==> config.mk <==
export PLATFORM = sky130hd
export DESIGN_NAME = hsid_top
export DESIGN_NICKNAME = d
export VERILOG_FILES = /design/src/hsid_pkg.sv /design/src/hsid_scan_if.sv /design/src/hsid_top.sv /design/src/hsid_mse_comp.sv /design/src/hsid_mse_calc.sv /design/src/hsid_spec_mem.sv /design/src/hsid_ctrl_fsm.sv /design/src/hsid_band_counter.sv
export SDC_FILE = /design/constraint.sdc
export NUM_CORES = 2
export LEC_CHECK = 0
export BUFFER_PORTS_ARGS = -buffer_cell sky130_fd_sc_hd__buf_2
export CAP_MARGIN = 5
export CORE_MARGIN = 2
export CORE_UTILIZATION = 52
export CTS_BUF_LIST = sky130_fd_sc_hd__clkbuf_8 sky130_fd_sc_hd__clkbuf_16
export CTS_CLUSTER_DIAMETER = 40
export DETAILED_ROUTE_END_ITERATION = 7
export GPL_TIMING_DRIVEN = 0
export HOLD_SLACK_MARGIN = 0.03
export PLACE_DENSITY = 0.69
export RECOVER_POWER = 25
export SLEW_MARGIN = 5
export SYNTH_ARGS = -nofsm -noshare
export SYNTH_HDL_FRONTEND = slang
export SYNTH_SLANG_ARGS = --single-unit
==> constraint.sdc <==
create_clock -name clk -period 11 [get_ports clk]
set_clock_uncertainty 0.15 [all_clocks]
set_input_delay 3.3 -clock clk [delete_from_list [all_inputs] [get_ports clk]]
set_output_delay 3.3 -clock clk [all_outputs]
set_load 0.01 [all_outputs]
==> src/hsid_pkg.sv <==
package hsid_pkg;

  // Spectrum geometry
  localparam int BANDS      = 16;                     // Bands per spectrum
  localparam int BAND_SHIFT = 4;                      // Log2 of BANDS
  localparam int LIB_SIZE   = 8;                      // Reference spectra in library
  localparam int REF_W      = $clog2(LIB_SIZE);       // Library index width
  localparam int MEM_IDX_W  = REF_W + BAND_SHIFT;     // Flat library address width

  // Datapath widths
  localparam int SAMPLE_W = 16;                       // One spectral sample
  localparam int MSE_W    = 40;                       // Accumulator with headroom

  // Run control
  localparam int DRAIN_CYCLES = 4;                    // Pipeline flush after last step
  localparam int DRAIN_W      = $clog2(DRAIN_CYCLES); // Drain counter width

  // Wishbone bus
  localparam int WB_ADR_W = 10;                       // Word address
  localparam int WB_DAT_W = 32;                       // Data bus

  // Word address map
  localparam logic [WB_ADR_W-1:0] ADR_PIXEL   = 10'h000; // Pixel bands
  localparam logic [WB_ADR_W-1:0] ADR_LIB     = 10'h100; // Library, ref*BANDS+band
  localparam logic [WB_ADR_W-1:0] ADR_CTRL    = 10'h200; // Bit 0 start
  localparam logic [WB_ADR_W-1:0] ADR_STATUS  = 10'h201; // Busy and done
  localparam logic [WB_ADR_W-1:0] ADR_MIN_LO  = 10'h202;
  localparam logic [WB_ADR_W-1:0] ADR_MIN_HI  = 10'h203;
  localparam logic [WB_ADR_W-1:0] ADR_MIN_REF = 10'h204;
  localparam logic [WB_ADR_W-1:0] ADR_MAX_LO  = 10'h205;
  localparam logic [WB_ADR_W-1:0] ADR_MAX_HI  = 10'h206;
  localparam logic [WB_ADR_W-1:0] ADR_MAX_REF = 10'h207;

  // Shared types
  typedef logic [SAMPLE_W-1:0]   sample_t;            // Spectral sample
  typedef logic [MSE_W-1:0]      mse_t;               // MSE or running sum
  typedef logic [BAND_SHIFT-1:0] band_t;              // Band index
  typedef logic [REF_W-1:0]      ref_t;               // Library index

endpackage
==> src/hsid_scan_if.sv <==
// Scan position bus from the band counter to memory and MSE datapath
interface hsid_scan_if import hsid_pkg::*; ();

  logic  en;          // Scan step valid this cycle
  band_t band;        // Current band
  ref_t  ref_idx;     // Current library entry
  logic  first_band;  // Step is band 0 of this entry
  logic  last_band;   // Step is final band of this entry

  // Counter produces every field
  modport counter (
    output en,
    output band,
    output ref_idx,
    output first_band,
    output last_band
  );

  // Memory only needs the read address
  modport spec_mem (
    input en,
    input band,
    input ref_idx
  );

  // Datapath needs framing and the entry tag
  modport mse_calc (
    input en,
    input ref_idx,
    input first_band,
    input last_band
  );

endinterface

==> src/hsid_top.sv <==
module hsid_top import hsid_pkg::*; (
  input  logic                clk,
  input  logic                rst_n,
  input  logic                wb_cyc,
  input  logic                wb_stb,
  input  logic                wb_we,
  input  logic [WB_ADR_W-1:0] wb_adr,
  input  logic [WB_DAT_W-1:0] wb_dat_w,
  output logic [WB_DAT_W-1:0] wb_dat_r,
  output logic                wb_ack
);

  logic    wb_req;                        // Bus cycle in progress
  logic    wb_wr;                         // Write committing this cycle
  logic    sel_pixel;                     // Pixel window hit
  logic    sel_lib;                       // Library window hit
  logic    mem_wr;
  logic    start;
  logic    run;
  logic    clear;
  logic    busy;
  logic    done;
  logic    wrap;
  sample_t pixel_q;
  sample_t lib_q;
  logic    mse_valid;
  mse_t    mse_value;
  ref_t    mse_ref;
  mse_t    min_value;
  mse_t    max_value;
  ref_t    min_ref;
  ref_t    max_ref;

  assign wb_req = wb_cyc && wb_stb;

  always_ff @(posedge clk or negedge rst_n) begin
    if (!rst_n) begin
      wb_ack <= 1'b0;
    end else begin
      wb_ack <= wb_req && !wb_ack;        // Single cycle ack one cycle after the request
    end
  end

  assign wb_wr     = wb_req && wb_ack && wb_we;
  assign sel_pixel = (wb_adr[WB_ADR_W-1:BAND_SHIFT] == ADR_PIXEL[WB_ADR_W-1:BAND_SHIFT]);
  assign sel_lib   = (wb_adr[WB_ADR_W-1:MEM_IDX_W] == ADR_LIB[WB_ADR_W-1:MEM_IDX_W]);
  assign mem_wr    = wb_wr && (sel_pixel || sel_lib);
  assign start     = wb_wr && (wb_adr == ADR_CTRL) && wb_dat_w[0];

  // Memories are write only so only results and status read back
  always_comb begin
    case (wb_adr)
      ADR_STATUS:  wb_dat_r = WB_DAT_W'({done, busy});
      ADR_MIN_LO:  wb_dat_r = min_value[WB_DAT_W-1:0];
      ADR_MIN_HI:  wb_dat_r = WB_DAT_W'(min_value[MSE_W-1:WB_DAT_W]);
      ADR_MIN_REF: wb_dat_r = WB_DAT_W'(min_ref);
      ADR_MAX_LO:  wb_dat_r = max_value[WB_DAT_W-1:0];
      ADR_MAX_HI:  wb_dat_r = WB_DAT_W'(max_value[MSE_W-1:WB_DAT_W]);
      ADR_MAX_REF: wb_dat_r = WB_DAT_W'(max_ref);
      default:     wb_dat_r = '0;         // Unmapped reads as zero
    endcase
  end

  hsid_scan_if scan_if_i ();

  hsid_band_counter band_counter_i (
    .clk   (clk),
    .rst_n (rst_n),
    .run   (run),
    .scan  (scan_if_i.counter),
    .wrap  (wrap)
  );

  hsid_ctrl_fsm ctrl_fsm_i (
    .clk   (clk),
    .rst_n (rst_n),
    .start (start),
    .wrap  (wrap),
    .run   (run),
    .clear (clear),
    .busy  (busy),
    .done  (done)
  );

  hsid_spec_mem spec_mem_i (
    .clk      (clk),
    .wr_en    (mem_wr),
    .wr_pixel (sel_pixel),
    .wr_idx   (wb_adr[MEM_IDX_W-1:0]),
    .wr_data  (wb_dat_w[SAMPLE_W-1:0]),
    .scan     (scan_if_i.spec_mem),
    .pixel_q  (pixel_q),
    .lib_q    (lib_q)
  );

  hsid_mse_calc mse_calc_i (
    .clk       (clk),
    .rst_n     (rst_n),
    .scan      (scan_if_i.mse_calc),
    .pixel_q   (pixel_q),
    .lib_q     (lib_q),
    .mse_valid (mse_valid),
    .mse_value (mse_value),
    .mse_ref   (mse_ref)
  );

  hsid_mse_comp mse_comp_i (
    .clk       (clk),
    .rst_n     (rst_n),
    .clear     (clear),
    .mse_valid (mse_valid),
    .mse_value (mse_value),
    .mse_ref   (mse_ref),
    .min_value (min_value),
    .min_ref   (min_ref),
    .max_value (max_value),
    .max_ref   (max_ref)
  );

  // Master must hold stb until it has seen ack
  a_ack_with_stb: assert property (
    @(posedge clk) disable iff (!rst_n)
    wb_ack |-> wb_cyc && wb_stb
  );

endmodule

==> src/hsid_mse_comp.sv <==
module hsid_mse_comp import hsid_pkg::*; (
  input  logic clk,
  input  logic rst_n,
  input  logic clear,          // Start of a new run
  input  logic mse_valid,      // New entry result
  input  mse_t mse_value,
  input  ref_t mse_ref,
  output mse_t min_value,      // Best match so far
  output ref_t min_ref,
  output mse_t max_value,      // Worst match so far
  output ref_t max_ref
);

  logic seen;                  // At least one result since clear

  always_ff @(posedge clk or negedge rst_n) begin
    if (!rst_n) begin
      min_value <= '1;         // Any result beats all ones
      min_ref   <= '0;
      max_value <= '0;         // Any result beats zero
      max_ref   <= '0;
      seen      <= 1'b0;
    end else if (clear) begin
      min_value <= '1;
      min_ref   <= '0;
      max_value <= '0;
      max_ref   <= '0;
      seen      <= 1'b0;
    end else if (mse_valid) begin
      seen <= 1'b1;
      if (mse_value <= min_value) begin   // Ties go to the later entry
        min_value <= mse_value;
        min_ref   <= mse_ref;
      end
      if (mse_value >= max_value) begin   // Ties go to the later entry
        max_value <= mse_value;
        max_ref   <= mse_ref;
      end
    end
  end

  // Both bounds come from the same result stream
  a_min_le_max: assert property (
    @(posedge clk) disable iff (!rst_n)
    seen |-> min_value <= max_value
  );

endmodule

==> src/hsid_mse_calc.sv <==
module hsid_mse_calc import hsid_pkg::*; (
  input  logic          clk,
  input  logic          rst_n,
  hsid_scan_if.mse_calc scan,        // Framing from the counter
  input  sample_t       pixel_q,     // Memory outputs
  input  sample_t       lib_q,
  output logic          mse_valid,   // One pulse per library entry
  output mse_t          mse_value,
  output ref_t          mse_ref
);

  // Stage 1 tags, aligned with memory data
  logic d1_en;
  logic d1_first;
  logic d1_last;
  ref_t d1_ref;

  // Stage 2 tags, aligned with the square
  logic d2_en;
  logic d2_first;
  logic d2_last;
  ref_t d2_ref;

  logic signed [SAMPLE_W:0]     diff;   // One extra bit for the sign
  logic signed [2*SAMPLE_W+1:0] prod;   // Full signed product
  mse_t sq;                             // Registered square
  mse_t acc;                            // Running sum for current entry
  mse_t sum;                            // Sum including this band

  assign diff = $signed({1'b0, pixel_q}) - $signed({1'b0, lib_q});
  assign prod = diff * diff;            // Never negative
  assign sum  = d2_first ? sq : acc + sq;   // Restart on band 0

  always_ff @(posedge clk or negedge rst_n) begin
    if (!rst_n) begin
      d1_en     <= 1'b0;
      d2_en     <= 1'b0;
      mse_valid <= 1'b0;
    end else begin
      d1_en     <= scan.en;
      d2_en     <= d1_en;
      mse_valid <= d2_en && d2_last;    // Entry complete
    end
  end

  always_ff @(posedge clk) begin
    d1_first <= scan.first_band;
    d1_last  <= scan.last_band;
    d1_ref   <= scan.ref_idx;
    d2_first <= d1_first;
    d2_last  <= d1_last;
    d2_ref   <= d1_ref;
    sq       <= MSE_W'(prod);           // Square stage
    if (d2_en) begin
      acc <= sum;                       // Accumulate stage
    end
    if (d2_en && d2_last) begin
      mse_value <= sum >> BAND_SHIFT;   // Exact mean since BANDS is a power of two
      mse_ref   <= d2_ref;
    end
  end

endmodule

==> src/hsid_spec_mem.sv <==
module hsid_spec_mem import hsid_pkg::*; (
  input  logic                 clk,
  input  logic                 wr_en,      // Host write strobe
  input  logic                 wr_pixel,   // Target pixel array, else library
  input  logic [MEM_IDX_W-1:0] wr_idx,     // Band or ref*BANDS+band
  input  sample_t              wr_data,
  hsid_scan_if.spec_mem        scan,       // Scan read address
  output sample_t              pixel_q,    // Pixel sample, one cycle after step
  output sample_t              lib_q       // Library sample, one cycle after step
);

  sample_t pixel_mem [BANDS];              // Spectrum under test
  sample_t lib_mem   [LIB_SIZE * BANDS];   // Reference spectra, entry major

  logic [MEM_IDX_W-1:0] rd_idx;            // Flat library read address

  assign rd_idx = {scan.ref_idx, scan.band};

  // Pixel write port
  always_ff @(posedge clk) begin
    if (wr_en && wr_pixel) begin
      pixel_mem[wr_idx[BAND_SHIFT-1:0]] <= wr_data;   // Upper bits ignored
    end
  end

  // Library write port
  always_ff @(posedge clk) begin
    if (wr_en && !wr_pixel) begin
      lib_mem[wr_idx] <= wr_data;
    end
  end

  // Both arrays read in lockstep
  always_ff @(posedge clk) begin
    if (scan.en) begin
      pixel_q <= pixel_mem[scan.band];   // Same band for every entry
      lib_q   <= lib_mem[rd_idx];
    end
  end

endmodule

==> src/hsid_ctrl_fsm.sv <==
module hsid_ctrl_fsm import hsid_pkg::*; (
  input  logic clk,
  input  logic rst_n,
  input  logic start,          // Host start pulse
  input  logic wrap,           // Counter reached final position
  output logic run,            // Counter enable
  output logic clear,          // Comparator clear
  output logic busy,           // Status busy bit
  output logic done            // Status done bit
);

  typedef enum logic [2:0] {
    S_IDLE,                    // After reset, waiting for start
    S_CLEAR,                   // One cycle comparator clear
    S_SCAN,                    // Stepping through the library
    S_DRAIN,                   // Letting the pipeline empty
    S_DONE                     // Results valid
  } state_t;

  state_t state;
  state_t state_nxt;
  logic [DRAIN_W-1:0] drain_cnt;   // Cycles spent in drain

  always_comb begin
    state_nxt = state;
    case (state)
      S_IDLE: begin
        if (start) state_nxt = S_CLEAR;
      end
      S_CLEAR: begin
        state_nxt = S_SCAN;      // Clear takes exactly one cycle
      end
      S_SCAN: begin
        if (wrap) state_nxt = S_DRAIN;
      end
      S_DRAIN: begin
        if (drain_cnt == DRAIN_W'(DRAIN_CYCLES - 1)) state_nxt = S_DONE;
      end
      S_DONE: begin
        if (start) state_nxt = S_CLEAR;   // Restart drops done
      end
      default: state_nxt = S_IDLE;
    endcase
  end

  always_ff @(posedge clk or negedge rst_n) begin
    if (!rst_n) begin
      state     <= S_IDLE;
      drain_cnt <= '0;
    end else begin
      state <= state_nxt;
      if (state == S_DRAIN) begin
        drain_cnt <= drain_cnt + 1'b1;
      end else begin
        drain_cnt <= '0;         // Rearmed for the next drain
      end
    end
  end

  assign run   = (state == S_SCAN);
  assign clear = (state == S_CLEAR);
  assign busy  = (state == S_CLEAR) || (state == S_SCAN) || (state == S_DRAIN);
  assign done  = (state == S_DONE);

  // Counter and FSM agree on when the scan ends
  a_wrap_in_scan: assert property (
    @(posedge clk) disable iff (!rst_n)
    wrap |-> state == S_SCAN
  );

endmodule

==> src/hsid_band_counter.sv <==
module hsid_band_counter import hsid_pkg::*; (
  input  logic clk,
  input  logic rst_n,
  input  logic run,            // Scan enable from FSM
  hsid_scan_if.counter scan,   // Scan position out
  output logic wrap            // Final position of the run
);

  band_t band_q;               // Band position
  ref_t  ref_q;                // Library position
  logic  band_end;             // Last band of an entry
  logic  ref_end;              // Last library entry

  assign band_end = (band_q == band_t'(BANDS - 1));
  assign ref_end  = (ref_q == ref_t'(LIB_SIZE - 1));

  always_ff @(posedge clk or negedge rst_n) begin
    if (!rst_n) begin
      band_q <= '0;
      ref_q  <= '0;
    end else if (run) begin
      if (band_end) begin
        band_q <= '0;                            // Next entry starts at band 0
        ref_q  <= ref_end ? '0 : ref_q + 1'b1;   // Back to entry 0 after wrap
      end else begin
        band_q <= band_q + 1'b1;
      end
    end
  end

  assign scan.en         = run;                  // One step per run cycle
  assign scan.band       = band_q;
  assign scan.ref_idx    = ref_q;
  assign scan.first_band = (band_q == '0);
  assign scan.last_band  = band_end;
  assign wrap            = run && band_end && ref_end;

  // A scan always starts from the origin so a run never resumes midway
  a_scan_start: assert property (
    @(posedge clk) disable iff (!rst_n)
    $rose(scan.en) |-> band_q == '0 && ref_q == '0
  );

endmodule

==> results list <==
- The flow ran to the end, but the final reports show violations.
- The final reports fail on capacitance limit, slew limit.
- The later pin in the worst-skew pair is clocked with a latency of 0.94 ns.
* Final max-slew violation count: 2128
* Synth Area in Simple Gates: 3.260%
* RePlAce Congestion: 0.9088
* Cell Rows: 169
- Fraction of registers with async set or reset after synthesis: 3.721%
- After detailed routing, the average wire length per cell comes to 31.83 um.
- The hold violation count in the final report is 0.
- Cell count after synthesis: 5872
- Dominant register cell in the synthesized netlist: sky130_fd_sc_hd__edfxtp_1
- The synthesized netlist devotes 7.242% of its cell area to adder and majority cells.
- TritonCTS built the clock tree.
* Category of the most critical setup path: in -> out
- Worst-Margin Slew: 5.697 ns
- Summed over all nets, the half-perimeter wirelength after detailed placement is 206.4 mm.
- Of the cells placed in the final design, the portion with a size suffix greater than 1 is 25.96%.
- Worst slew slack as a fraction of its limit: -279.8%
- Commonest non-fill, non-tap cell in the layout: sky130_fd_sc_hd__edfxtp_1
- The floorplan step set the die height to 467.1 um.
* Setup tns final: 0 ns
* Reported max-cap violation count: 31
* Part of the Yosys area used for sequential elements: 67.98%
- Synth-to-Final Area Change: 16.08%
- Count of flip-flops with a built-in enable after synthesis: 2415
- Entering global routing, the biggest net connects 113 pins.
* Synth Area in Compound Gates: 2.556%
- Top cell type's share of synthesized area: 65.04%
- Vias after detailed routing: 60019
- After detailed routing, the number of vias per cell comes to 6.303.
- Total of warnings raised by yosys: 0
* Global Route Usage Sum: 27.99%
* Highest achievable clock rate: 95.43 MHz
- In this run the tool buffered the top-level ports with 61 buffer cells.
- Post CTS Setup Buffer Count: 0
- CTS saw 2553 sinks.
- For this run, the slowest stage of the critical path takes 0.66 ns.
- The final critical path takes up 95.26% of the cycle.
- Final wirelength: 303.1 mm
- Counting the buffers created by CTS gives 342.
- Category of the worst setup path launch point: input pin
- Synthesis produced a netlist with a net count of 6406.
* Mean area per synthesized cell: 18.99 um^2
- Clock-pin slew was measured on the worst setup and hold paths at 0.05 ns.
* Top cell type by total area after synthesis: sky130_fd_sc_hd__edfxtp_1
* Commonest cells after routing, fill and taps aside: sky130_fd_sc_hd__edfxtp_1, sky130_fd_sc_hd__mux4_2, sky130_fd_sc_hd__inv_1
- Placeable core region: 212700 um^2
- For this run, design rule violations remaining after detail routing come to 0.
- Min Tclk post-route: 10.48 ns
- The number of hold buffers added after CTS was 0.
- In this run the power density over the cells is 168.1 nW/um^2.
- The initial antenna violation count was 31.
- Setup repair after global routing left no endpoint under its margin.
- STA puts the critical path data arrival time at 7.03 ns.
* Buffers from clock root to sink, at most: 4
* Slowest CP cell: sky130_fd_sc_hd__nor4b_1
* Largest vdd supply drop: 171.6 uV
- Pin placement for this block handled 80 I/O pins.
- Grouping stages by cell kind, the critical path spends the most delay in simple AND/OR/NAND/NOR gates.
* Number of buffer and inverter instances along the worst setup path: 4
- Setup violations remaining at the end of the flow were counted as 0.
- Ranking of synthesized cells by area: sky130_fd_sc_hd__edfxtp_1, sky130_fd_sc_hd__mux4_2, sky130_fd_sc_hd__fa_1
* Nets: 6972
* # H-tree levels: 5
- Category of the worst setup path capture point: output pin
- Number of flip-flops and latches in the synthesized netlist: 2553
- The first global-routing pass estimated 433.1 mm of wire.
- By area, the combinational part of the netlist is dominated by multiplexers.
* CTS resizes: 0
- The tree is rooted in a sky130_fd_sc_hd__clkbuf_16.
* Final core area utilization: 60.85%
* Antenna Nets Post-Route: 0
* Remaining Overflow, GRT: 0
- Classification of the worst-slack hold path: reg -> reg
- Summing the areas of all xor and xnor instances in the mapped netlist gives 0.6598% of the synthesized area.
- Max FO, Critical Path: 10
- Post-synthesis instance area: 111500 um^2
* Leak Pwr: 43.39 nW
- Required time of the critical path: 7.55 ns
- Distinct cells, synth: 74
- Die span in x: 467.1 um
- Starting density of the core: 52.42%
* Ordered cell list for the critical path: buf_2 -> nor2_1 -> nor4b_1 -> nand2_1 -> nor2_1 -> and2_1 -> clkbuf_1 -> buf_1 -> a22o_1 -> buf_2
- The die covers 218200 um^2.
- Initial DRC count: 7769
- The number of global-route vias before repair is 60522.
- Mux cell area share after synthesis: 15.88%
- The first TritonRoute pass finished after 7 iterations.
## Yosys cell counts, types with 6 or more instances
master,number
sky130_fd_sc_hd__a211oi_1,11
sky130_fd_sc_hd__a21o_1,62
sky130_fd_sc_hd__a21oi_1,99
sky130_fd_sc_hd__a22o_1,29
sky130_fd_sc_hd__a31oi_1,7
sky130_fd_sc_hd__and2_1,11
sky130_fd_sc_hd__and3_1,11
sky130_fd_sc_hd__buf_1,43
sky130_fd_sc_hd__buf_2,36
sky130_fd_sc_hd__buf_4,13
sky130_fd_sc_hd__clkbuf_1,167
sky130_fd_sc_hd__dfrtp_1,58
sky130_fd_sc_hd__dfstp_2,37
sky130_fd_sc_hd__dfxtp_1,43
sky130_fd_sc_hd__edfxtp_1,2415
sky130_fd_sc_hd__fa_1,264
sky130_fd_sc_hd__ha_1,223
sky130_fd_sc_hd__inv_1,421
sky130_fd_sc_hd__mux2_2,21
sky130_fd_sc_hd__mux2i_1,49
sky130_fd_sc_hd__mux4_2,754
sky130_fd_sc_hd__nand2_1,212
sky130_fd_sc_hd__nand2b_1,22
sky130_fd_sc_hd__nand3_1,42
sky130_fd_sc_hd__nand4_1,56
sky130_fd_sc_hd__nor2_1,350
sky130_fd_sc_hd__nor2b_1,23
sky130_fd_sc_hd__nor3_1,32
sky130_fd_sc_hd__nor3b_1,12
sky130_fd_sc_hd__o211ai_1,7
sky130_fd_sc_hd__o21a_1,18
sky130_fd_sc_hd__o21ai_0,79
sky130_fd_sc_hd__o21bai_1,12
sky130_fd_sc_hd__o31ai_1,46
sky130_fd_sc_hd__o41ai_1,6
sky130_fd_sc_hd__or3_1,16
sky130_fd_sc_hd__xnor2_1,58
sky130_fd_sc_hd__xor2_1,26
## path summary, 6_finish.rpt
check | cells after the start | endpoint | startpoint | slack, ns
setup / recovery | 10 | wb_dat_r[30] | wb_adr[4] | 0.52
hold / removal | 0 | mse_calc_i.d2_ref[1] | mse_calc_i.d1_ref[1] | 0.18
setup reg to reg | 31 | mse_calc_i.sq[32] | spec_mem_i.pixel_q[2] | 1.01
hold reg to reg | 0 | mse_calc_i.d2_ref[1] | mse_calc_i.d1_ref[1] | 0.18
max in group asynchronous | 2 | wb_ack | rst_n | 3.68
min in group asynchronous | 1 | mse_comp_i.max_value[21] | rst_n | 2.90
## state kept, by name, indices dropped and copies added, names as in the netlist, 4 cells and up
name and cells:
spec_mem_i.pixel_q 16, spec_mem_i.pixel_mem 256, spec_mem_i.lib_mem 2048, spec_mem_i.lib_q 16, mse_comp_i.min_value 37, mse_calc_i.acc 40
mse_comp_i.max_value 36, band_counter_i.scan.band 4, mse_calc_i.mse_value 36, mse_calc_i.sq 33
## report_power, final
part / switching (mW) / total, mW / internal [mW]
Combinational: 0.185 / 0.198 / 0.0127
Clock: 4.20 / 10.9 / 6.70
Sequential: 0.000326 / 10.7 / 10.7
Total: 4.38 / 21.8 / 17.4
## final cells by class
type	instances	area (um^2)
Fill cell	14910	83280
Clock buffer	349	8722
Buffer	262	1114
Clock inverter	251	2527
Tap cell	2821	3530
Inverter	425	1595
Antenna cell	8	20.02
Multi-Input combinational cell	2632	33370
Timing Repair Buffer	222	2754
Sequential cell	2553	75800
## metal layers
layer  global-route usage, %  routed length [um]  up-vias
met5                       0                 114        -
met4                   13.01               16580       18
met3                   6.013               29670      745
met2                   44.63              144900     3466
met1                   37.19              111800    31390
li1                        -                   -    24400
## per-stage QoR
| step | power [mW] | instance area (um^2) | std cells | hold slack (ns) | worst slack, ns |
|---|---|---|---|---|---|
| 6_report | 21.75 | 129400 | 9523 | 0.1766 | 0.5216 |
| 5_1_grt | 22.24 | 129400 | 9517 | 0.1880 | 0.3733 |
| 4_1_cts | 21.84 | 129900 | 9515 | 0.1749 | 0.6129 |
| 3_5_place_dp | 11.04 | 118600 | 8915 | 0.1628 | 0.6945 |
| 3_3_place_gp | 11.02 | 115300 | 8754 | 0.1642 | 0.7425 |
| 2_1_floorplan | 10.84 | 111500 | 5872 | 0.1596 | 2.318 |
## worst reg2reg max path: cells and delay by family (launching register included)
kind,cells,cell delay (ns)
fa+ha+maj,8,3.62
xor+xnor,1,0.61
simple gates,5,1.40
compound gates,13,2.80
flops,1,0.41
buf+inv,4,0.83
## kinds of logic (layout without fill, tap and decap cells)
family | Yosys count | count (layout)
muxes | 824 | 824
DFF | 2553 | 2553
AOI/OAI and AO/OA | 426 | 426
buffers and inverters | 687 | 1509
and+or+nand+nor | 811 | 811
adders and majority gates | 487 | 487
other | 0 | 8
xor gates and xnor gates | 84 | 84
No activity file was read; power rests on OpenSTA's default activity.
